[src/cpuCtrlPkg.sv]
// Shared encodings for the control front end; only six opcodes are classified, all others run as 2-cycle implied
`default_nettype none

package cpuCtrlPkg;

    // Timing states, T1 is always the opcode fetch
    typedef enum logic [2:0] {
        T1 = 3'd0,
        T2 = 3'd1,
        T3 = 3'd2,
        T4 = 3'd3,
        T5 = 3'd4,
        T6 = 3'd5,
        T7 = 3'd6
    } tState;

    typedef enum logic [2:0] {
        classImplied   = 3'd0, // Also every unlisted opcode
        classImmediate = 3'd1,
        classZeroRead  = 3'd2,
        classZeroWrite = 3'd3,
        classAbsRead   = 3'd4,
        classBreak     = 3'd5  // BRK and every taken interrupt
    } opClass;

    typedef enum logic [1:0] {
        srcNone  = 2'd0,
        srcIrq   = 2'd1,
        srcNmi   = 2'd2,
        srcReset = 2'd3
    } intSource;

    typedef enum logic [1:0] {
        addrPc      = 2'd0,
        addrOperand = 2'd1,
        addrStack   = 2'd2,
        addrVector  = 2'd3
    } addrSrc;

    localparam logic [7:0] opBrk    = 8'h00;
    localparam logic [7:0] opNop    = 8'hEA;
    localparam logic [7:0] opLdaImm = 8'hA9;
    localparam logic [7:0] opLdaZp  = 8'hA5;
    localparam logic [7:0] opStaZp  = 8'h85;
    localparam logic [7:0] opLdaAbs = 8'hAD;

    function automatic opClass classOf(input logic [7:0] opByte);
        opClass cls;
        case (opByte)
            opBrk:    cls = classBreak;
            opLdaImm: cls = classImmediate;
            opLdaZp:  cls = classZeroRead;
            opStaZp:  cls = classZeroWrite;
            opLdaAbs: cls = classAbsRead;
            default:  cls = classImplied; // NOP lands here as well
        endcase
        return cls;
    endfunction

endpackage

`default_nettype wire

[src/opcodeIf.sv]
// Opcode bus between predecode, instruction register and sequencer; carries no clock of its own
`default_nettype none
`timescale 1ns/1ps

interface opcodeIf;

    logic [7:0] preOp;      // Predecoded byte, BRK when an interrupt was taken
    logic       fetchDone;  // One cycle after an advancing fetch
    logic       opLoad;     // Strobe at the end of an advancing T2
    logic [7:0] opcode;
    logic [7:0] prevOpcode;

    modport predec (
        output preOp,
        output fetchDone
    );

    modport ir (
        input  preOp,
        input  opLoad,
        output opcode,
        output prevOpcode
    );

    modport seq (
        input  preOp,
        input  fetchDone,
        output opLoad
    );

endinterface

`default_nettype wire

[src/interruptUnit.sv]
// Interrupt pins are asynchronous and active low; iFlag is taken as already synchronous to phi1
`default_nettype none
`timescale 1ns/1ps

module interruptUnit #(
    parameter int syncStages = 2 // Synchronizer depth, 1 or 2
) (
    input  wire                        phi1,
    input  wire                        phi2,
    input  wire                        nmiL,
    input  wire                        irqL,
    input  wire                        resL,
    input  wire                        iFlag,
    input  wire                        intAck,
    output logic                       intReq,
    output cpuCtrlPkg::intSource       intSrc
);

    logic [syncStages-1:0][2:0] pinSync; // {resL, nmiL, irqL} per stage
    logic [2:0]                 pinNow;
    logic [1:0]                 pinPrev; // {resL, nmiL} one cycle back
    logic                       resFall;
    logic                       nmiFall;
    logic                       irqActive;
    logic                       resPend;
    logic                       nmiPend;
    logic                       served;
    cpuCtrlPkg::intSource       pick;

    assign pinNow    = pinSync[syncStages-1];
    assign resFall   = pinPrev[1] && !pinNow[2];
    assign nmiFall   = pinPrev[0] && !pinNow[1];
    assign irqActive = !pinNow[0] && !iFlag; // Level, masked by I
    assign served    = intReq && intAck;

    // Reset beats NMI beats IRQ, an edge ranks in the cycle it is seen
    always_comb begin
        if (resPend || resFall) begin
            pick = cpuCtrlPkg::srcReset;
        end else if (nmiPend || nmiFall) begin
            pick = cpuCtrlPkg::srcNmi;
        end else if (irqActive) begin
            pick = cpuCtrlPkg::srcIrq;
        end else begin
            pick = cpuCtrlPkg::srcNone;
        end
    end

    always_ff @(posedge phi1 or posedge phi2) begin
        if (phi2) begin
            pinSync <= '1; // Pins idle high
            pinPrev <= 2'b11;
            resPend <= 1'b0;
            nmiPend <= 1'b0;
        end else begin
            pinSync[0] <= {resL, nmiL, irqL};
            for (int i = 1; i < syncStages; i++) begin
                pinSync[i] <= pinSync[i-1];
            end
            pinPrev <= {pinNow[2], pinNow[1]};
            // A fresh edge survives the clear of the one being served
            resPend <= (resPend && !(served && intSrc == cpuCtrlPkg::srcReset)) || resFall;
            nmiPend <= (nmiPend && !(served && intSrc == cpuCtrlPkg::srcNmi)) || nmiFall;
        end
    end

    // Request half of the four-phase link
    always_ff @(posedge phi1 or posedge phi2) begin
        if (phi2) begin
            intReq <= 1'b0;
            intSrc <= cpuCtrlPkg::srcNone;
        end else if (served) begin
            intReq <= 1'b0;
        end else if (!intReq && !intAck && pick != cpuCtrlPkg::srcNone) begin
            intReq <= 1'b1;
            intSrc <= pick; // Frozen until the acknowledge
        end
    end

endmodule

`default_nettype wire

[src/predecode.sv]
// Captures dataIn only on an advancing fetch edge; a pending request replaces the byte with BRK
`default_nettype none
`timescale 1ns/1ps

module predecode (
    input  wire        phi1,
    input  wire        phi2,
    input  wire  [7:0] dataIn,
    input  wire        fetch,
    input  wire        intReq,
    input  wire        intAck,
    opcodeIf.predec    op
);

    logic takeInt;

    // Same condition the sequencer uses to latch the source
    assign takeInt = intReq && !intAck;

    always_ff @(posedge phi1 or posedge phi2) begin
        if (phi2) begin
            op.preOp     <= cpuCtrlPkg::opBrk;
            op.fetchDone <= 1'b0;
        end else begin
            op.fetchDone <= fetch; // Single cycle pulse in the first T2
            if (fetch) begin
                if (takeInt) begin
                    op.preOp <= cpuCtrlPkg::opBrk; // Interrupts reuse BRK
                end else begin
                    op.preOp <= dataIn;
                end
            end
        end
    end

endmodule

`default_nettype wire

[src/instructionRegister.sv]
// Opcode pair register; both entries read as BRK after reset until two instructions have loaded
`default_nettype none
`timescale 1ns/1ps

module instructionRegister (
    input  wire     phi1,
    input  wire     phi2,
    opcodeIf.ir     op
);

    logic [7:0] curOp;
    logic [7:0] oldOp;

    always_ff @(posedge phi1 or posedge phi2) begin
        if (phi2) begin
            curOp <= cpuCtrlPkg::opBrk;
            oldOp <= cpuCtrlPkg::opBrk;
        end else if (op.opLoad) begin
            curOp <= op.preOp;
            oldOp <= curOp; // Previous opcode shifts along
        end
    end

    assign op.opcode     = curOp;
    assign op.prevOpcode = oldOp;

endmodule

`default_nettype wire

[src/sequencer.sv]
// Timing-state sequencer; rdy stalls read cycles only, and only six opcodes get their own length
`default_nettype none
`timescale 1ns/1ps

module sequencer (
    input  wire                        phi1,
    input  wire                        phi2,
    input  wire                        rdy,
    input  wire                        intReq,
    input  wire cpuCtrlPkg::intSource  intSrc,
    output logic                       intAck,
    output logic                       sync,
    output logic                       rw,
    output cpuCtrlPkg::addrSrc         addr,
    output cpuCtrlPkg::intSource       vecSel,
    output cpuCtrlPkg::tState          state,
    output logic                       fetch,
    opcodeIf.seq                       op
);

    cpuCtrlPkg::opClass   classReg; // Class of the instruction in progress
    cpuCtrlPkg::opClass   classNow;
    cpuCtrlPkg::intSource vecReg;   // Source behind a substituted BRK
    cpuCtrlPkg::tState    nextState;
    logic                 advance;
    logic                 pushWrite;

    // In T2 the class comes straight from the predecoded byte
    assign classNow  = (state == cpuCtrlPkg::T2) ? cpuCtrlPkg::classOf(op.preOp) : classReg;
    assign sync      = (state == cpuCtrlPkg::T1);
    assign advance   = rdy || !rw; // Writes ignore rdy
    assign fetch     = sync && rdy;
    assign op.opLoad = (state == cpuCtrlPkg::T2) && advance;
    assign vecSel    = sync ? cpuCtrlPkg::srcNone : vecReg;
    assign pushWrite = (vecReg != cpuCtrlPkg::srcReset); // Reset entry only reads

    always_comb begin
        rw        = 1'b1;
        addr      = cpuCtrlPkg::addrPc;
        nextState = cpuCtrlPkg::T1;
        case (state)
            cpuCtrlPkg::T1: nextState = cpuCtrlPkg::T2;
            cpuCtrlPkg::T2: begin
                if (classNow != cpuCtrlPkg::classImplied &&
                    classNow != cpuCtrlPkg::classImmediate) begin
                    nextState = cpuCtrlPkg::T3;
                end
            end
            cpuCtrlPkg::T3: begin
                case (classNow)
                    cpuCtrlPkg::classZeroRead: addr = cpuCtrlPkg::addrOperand;
                    cpuCtrlPkg::classZeroWrite: begin
                        addr = cpuCtrlPkg::addrOperand;
                        rw   = 1'b0;
                    end
                    cpuCtrlPkg::classAbsRead: nextState = cpuCtrlPkg::T4; // High operand byte
                    cpuCtrlPkg::classBreak: begin
                        addr      = cpuCtrlPkg::addrStack;
                        rw        = !pushWrite;
                        nextState = cpuCtrlPkg::T4;
                    end
                    default: nextState = cpuCtrlPkg::T1;
                endcase
            end
            cpuCtrlPkg::T4: begin
                if (classNow == cpuCtrlPkg::classBreak) begin
                    addr      = cpuCtrlPkg::addrStack;
                    rw        = !pushWrite;
                    nextState = cpuCtrlPkg::T5;
                end else begin
                    addr = cpuCtrlPkg::addrOperand; // Absolute read
                end
            end
            cpuCtrlPkg::T5: begin
                addr      = cpuCtrlPkg::addrStack;
                rw        = !pushWrite;
                nextState = cpuCtrlPkg::T6;
            end
            cpuCtrlPkg::T6: begin
                addr      = cpuCtrlPkg::addrVector; // Vector low byte
                nextState = cpuCtrlPkg::T7;
            end
            cpuCtrlPkg::T7: addr = cpuCtrlPkg::addrVector;
            default: nextState = cpuCtrlPkg::T1;
        endcase
    end

    always_ff @(posedge phi1 or posedge phi2) begin
        if (phi2) begin
            state    <= cpuCtrlPkg::T1;
            classReg <= cpuCtrlPkg::classImplied;
            vecReg   <= cpuCtrlPkg::srcNone;
            intAck   <= 1'b0;
        end else begin
            if (advance) begin
                state <= nextState;
            end
            if (op.fetchDone) begin
                classReg <= cpuCtrlPkg::classOf(op.preOp);
            end
            if (fetch) begin
                vecReg <= (intReq && !intAck) ? intSrc : cpuCtrlPkg::srcNone;
            end
            // Acknowledge covers T7, released once the request is gone
            if (advance && state == cpuCtrlPkg::T6 && vecReg != cpuCtrlPkg::srcNone) begin
                intAck <= 1'b1;
            end else if (!intReq) begin
                intAck <= 1'b0;
            end
        end
    end

endmodule

`default_nettype wire

[src/controlFrontEnd.sv]
// Control front end top; single clock phi1, phi2 is the asynchronous active-high reset
`default_nettype none
`timescale 1ns/1ps

module controlFrontEnd #(
    parameter int syncStages = 2 // Interrupt pin synchronizer depth
) (
    input  wire                   phi1,
    input  wire                   phi2,
    input  wire  [7:0]            dataIn,
    input  wire                   rdy,
    input  wire                   nmiL,
    input  wire                   irqL,
    input  wire                   resL,
    input  wire                   iFlag,
    output logic                  sync,
    output logic                  rw,      // 1 is read
    output cpuCtrlPkg::addrSrc    addr,
    output cpuCtrlPkg::intSource  vecSel,
    output cpuCtrlPkg::tState     state,
    output logic [7:0]            opcode,
    output logic [7:0]            prevOpcode
);

    logic                 intReq;
    logic                 intAck;
    logic                 fetch;
    cpuCtrlPkg::intSource intSrc;

    opcodeIf opBus ();

    interruptUnit #(
        .syncStages(syncStages)
    ) interruptUnit_i (
        .phi1(phi1), .phi2(phi2),
        .nmiL(nmiL), .irqL(irqL), .resL(resL), .iFlag(iFlag),
        .intAck(intAck), .intReq(intReq), .intSrc(intSrc)
    );

    predecode predecode_i (
        .phi1(phi1), .phi2(phi2), .dataIn(dataIn), .fetch(fetch),
        .intReq(intReq), .intAck(intAck), .op(opBus.predec)
    );

    instructionRegister instructionRegister_i (
        .phi1(phi1), .phi2(phi2), .op(opBus.ir)
    );

    sequencer sequencer_i (
        .phi1(phi1), .phi2(phi2), .rdy(rdy), .intReq(intReq), .intSrc(intSrc),
        .intAck(intAck), .sync(sync), .rw(rw), .addr(addr), .vecSel(vecSel),
        .state(state), .fetch(fetch), .op(opBus.seq)
    );

    assign opcode     = opBus.opcode;
    assign prevOpcode = opBus.prevOpcode;

endmodule

`default_nettype wire

[config.mk]
export PLATFORM = sky130hd
export DESIGN_NAME = controlFrontEnd
export DESIGN_NICKNAME = d
export VERILOG_FILES = /design/src/cpuCtrlPkg.sv /design/src/opcodeIf.sv /design/src/interruptUnit.sv /design/src/predecode.sv /design/src/instructionRegister.sv /design/src/sequencer.sv /design/src/controlFrontEnd.sv
export SDC_FILE = /design/constraint.sdc
export NUM_CORES = 1
export LEC_CHECK = 0
export ABC_AREA = 1
export BUFFER_PORTS_ARGS = -buffer_cell sky130_fd_sc_hd__buf_2
export CORE_MARGIN = 2
export CORE_UTILIZATION = 45
export DETAILED_ROUTE_END_ITERATION = 10
export PLACE_DENSITY_LB_ADDON = 0.05
export SETUP_SLACK_MARGIN = 0.1
export SLEW_MARGIN = 20
export SYNTH_ARGS = -nofsm -noshare
export SYNTH_HDL_FRONTEND = slang
export SYNTH_SLANG_ARGS = --single-unit
[constraint.sdc]
create_clock -name phi1 -period 2.15 [get_ports phi1]
set_clock_uncertainty 0.2 [all_clocks]
set_input_delay 0 -clock phi1 [delete_from_list [all_inputs] [get_ports phi1]]
set_output_delay 0 -clock phi1 [all_outputs]
set_load 0.005 [all_outputs]
==> metrics <==
status=complete, no violations; post-synthesis mux area share=0.0485; largest net degree at the start of global routing=25; pins over their slew limit=0; Main synth FF type=dfrtp_1; Worst setup EP type=output port; DRT iter0 DRCs=66; fmax=0.502 GHz; post-synthesis adder-cell area fraction=0; Synth Area in Simple Gates=0.231; first-pass GRT wire length=7020 µm; WP buf/inv=2; GRT Util Overall=0.171; clk root buf=clkbuf_8; WL final=~4200 µm; Die Height=a little over 70 µm; share of post-route cells with drive strength above 1=0.394; synth-to-layout area growth=32.5%; largest family of logic cells by synthesized area=simple AND/OR/NAND/NOR gates; Hold Fails Final Rpt=0; FILL cells=380; Core ar.=between 4000 and 5000 µm²; clock-pin transition on the worst setup and hold timing paths=0.09 ns; critical path class=register to output port; Leakage=approximately 1.4 nW; post-synthesis compound-gate area fraction=0.0863; post-synthesis cell type count=27; total CTS buffers=5; Ys Warns=0; drt first pass iters=4; max_cap viols=0; worst-path maximum fanout=3; RSZ-0062 raised after global routing=true; Critical Path AT=approximately 1.8 ns; VDD IR max=between 0.0006 and 0.0007 V; TritonCTS clock tree=yes; worst-skew pair later-pin latency=~0.3 ns; Slowest-stage cell, CP=dfrtp_1; # diodes=0; CP max stage delay=around 0.39 ns; Pwr Total=3.98 mW; Post-Place Cells=around 320; Synth top area share=0.467; nets@finish=316; cell taking the most area after synthesis=dfrtp_1; worst reg2reg path startpoint=sequencer_i.state[1]$_DFFE_PP0N_; Die Width=about 72 µm; Max clock buf depth=2; WL/cell=roughly 12 µm; actual slew at the worst max-slew pin=~0.48 ns; setup tns final=0 ns; routability cong.=roughly 0.83; EDFF count, synth=0; die footprint=5200 µm²; CP required=1.95 ns; Post-Synthesis Cell Area=2090 µm²; Net Count, Synth=245; vias in the first global route=~1,600; Slew headroom=0.683; num ports=40; Port Buffers=39; top-count cell post-synth=nand2_1; clk sinks=47; crit path launch type=register; vias per inst=~5; R2R Setup Slk=a little under 0.3 ns; Detail Placement HPWL=2820 µm; Placement Rows=24; asr flop ratio synth=1.00; min-delay worst type=input pin to async pin; fin crit period=1.99 ns; Worst R2R End=sequencer_i.vecReg[1]$_DFFE_PP0P_; Mapped Avg Cell Area=around 9.1 µm²; Seq cells post-synth=between 40 and 50; Starting Density=0.473; PwrDens=around 1400 nW/µm²; final worst-path cycle share=0.926; crit-path leading delay family=simple AND/OR/NAND/NOR gates; Mapped Cells=230; via count=1,728; H-tree depth=2; reg2reg path depth=9; xor and xnor fraction of the mapped netlist area=0; global route overflow=0; Synth top cells by count=58 x nand2_1, 39 x dfrtp_1, 25 x inv_1; fin cells=approximately 350; top area cells in the synthesized netlist=dfrtp_1 47%, nand2_1 10%, dfstp_2 10%; Seq/Total Area, Yosys=0.568; Post-DRT Antenna Nets=0; drc violations=0; setup violators final=0; CP Cell Sequence=inv_2, nand2_1, nor2_2, nand2_1, nand3_2, nand2_2, nor2_4, nand2_2, a22oi_2, o31ai_1, buf_2; initial antenna violation count=0
cell families after synthesis:
family                 Yosys count
multiplexers                     9
buffers and inverters           35
flip-flops                      47
AND/OR/NAND/NOR                107
AO/OA/AOI/OAI                   32
cells in the final DEF, fill, tap and decap left out, types with 10 or more instances in the layout:
| cell | instances |
|---|---|
| nand2_1 | 51 |
| nand2_2 | 10 |
| dfrtp_1 | 37 |
| buf_4 | 16 |
| nor2_1 | 14 |
| o21ai_0 | 24 |
| dlygate4sd3_1 | 14 |
| inv_1 | 17 |
| inv_2 | 11 |
| nand3_1 | 16 |
| buf_2 | 39 |
timing repair:
item	CTS	global route
setup buffers	0	11
hold buffers	14	0
pin swaps	0	8
hold endpoints to repair	63	0
cloned	0	0
gates resized for setup	7	17
endpoints found under the setup margin	1	2
worst max path at each step:
stage	start	endpoint	slack, ns	cells after the start
final	predecode_i.op.preOp[4]$_DFFE_PP0P_	addr[0]	0.16	11
after global routing	predecode_i.op.preOp[4]$_DFFE_PP0P_	addr[0]	0.03	11
after CTS	predecode_i.op.preOp[5]$_DFFE_PP0P_	addr[0]	0.11	11
after floorplan	sequencer_i.state[0]$_DFFE_PP0N_	sequencer_i.state[0]$_DFFE_PP0N_	0.49	13
after detailed placement	predecode_i.op.preOp[3]$_DFFE_PP0P_	sequencer_i.state[2]$_DFFE_PP0N_	0.36	12
after global placement	sequencer_i.state[1]$_DFFE_PP0N_	predecode_i.op.preOp[4]$_DFFE_PP0P_	0.37	8
flip-flops by register name, summed over array words and instances, names as in the netlist:
name,count
instructionRegister_i.op.opcode,8
instructionRegister_i.op.prevOpcode,8
predecode_i.op.preOp,8
interruptUnit_i.pinNow,3
interruptUnit_i.pinSync,3
sequencer_i.classReg,3
sequencer_i.state,3
interruptUnit_i.intSrc,2
interruptUnit_i.pinPrev,2
sequencer_i.vecReg,2
interruptUnit_i.intReq,1
interruptUnit_i.nmiPend,1
interruptUnit_i.resPend,1
predecode_i.op.fetchDone,1
sequencer_i.intAck,1
where the power goes:
group | switching (mW) | internal [mW] | total (mW) | leakage [nW]
clock | 0.298 | 0.464 | 0.762 | 0.0644
sequential | 0.213 | 1.21 | 1.42 | 0.587
combinational | 1.03 | 0.778 | 1.80 | 0.764
routing by layer:
| layer | part of all wire | vias to the layer above | GRT usage |
|---|---|---|---|
| met2 | 0.47 | 39 | 0.290 |
| met4 | 0.013 | 0 | 0.0503 |
| met1 | 0.47 | 804 | 0.220 |
| li1 | - | 878 | - |
| met5 | 0 | - | 0 |
| met3 | 0.040 | 7 | 0.0403 |
through the flow:
stage | setup slack, ns | utilization | cell area, µm² | hold WS [ns]
final | 0.159 | 0.627 | 2770 | 0.0595
after global placement | 0.371 | 0.535 | 2360 | -0.155
after floorplan | 0.488 | - | 2090 | -0.196
after global routing | 0.0268 | 0.627 | 2770 | 0.101
after detailed placement | 0.362 | 0.535 | 2360 | -0.158
after CTS | 0.114 | 0.599 | 2650 | 0.0557
area by class of cell:
type	instances	area [µm²]	area share
Tap cell	52	65.1	0.0235
Multi-Input combinational cell	148	808	0.292
Timing Repair Buffer	69	455	0.165
Clock inverter	3	67.6	0.0244
Sequential cell	47	1190	0.429
Clock buffer	5	68.8	0.0249
Inverter	30	114	0.0411
worst reg2reg max path, stage by stage, from the launching register on:
cell	delay, ns
dfrtp_2	0.46
buf_4	0.15
nor2_1	0.21
inv_1	0.10
nor2_2	0.15
nand2_1	0.07
inv_1	0.05
buf_4	0.21
nand3_1	0.09
o21ai_0	0.08
Note: power is estimated with default switching activity, not from simulation.
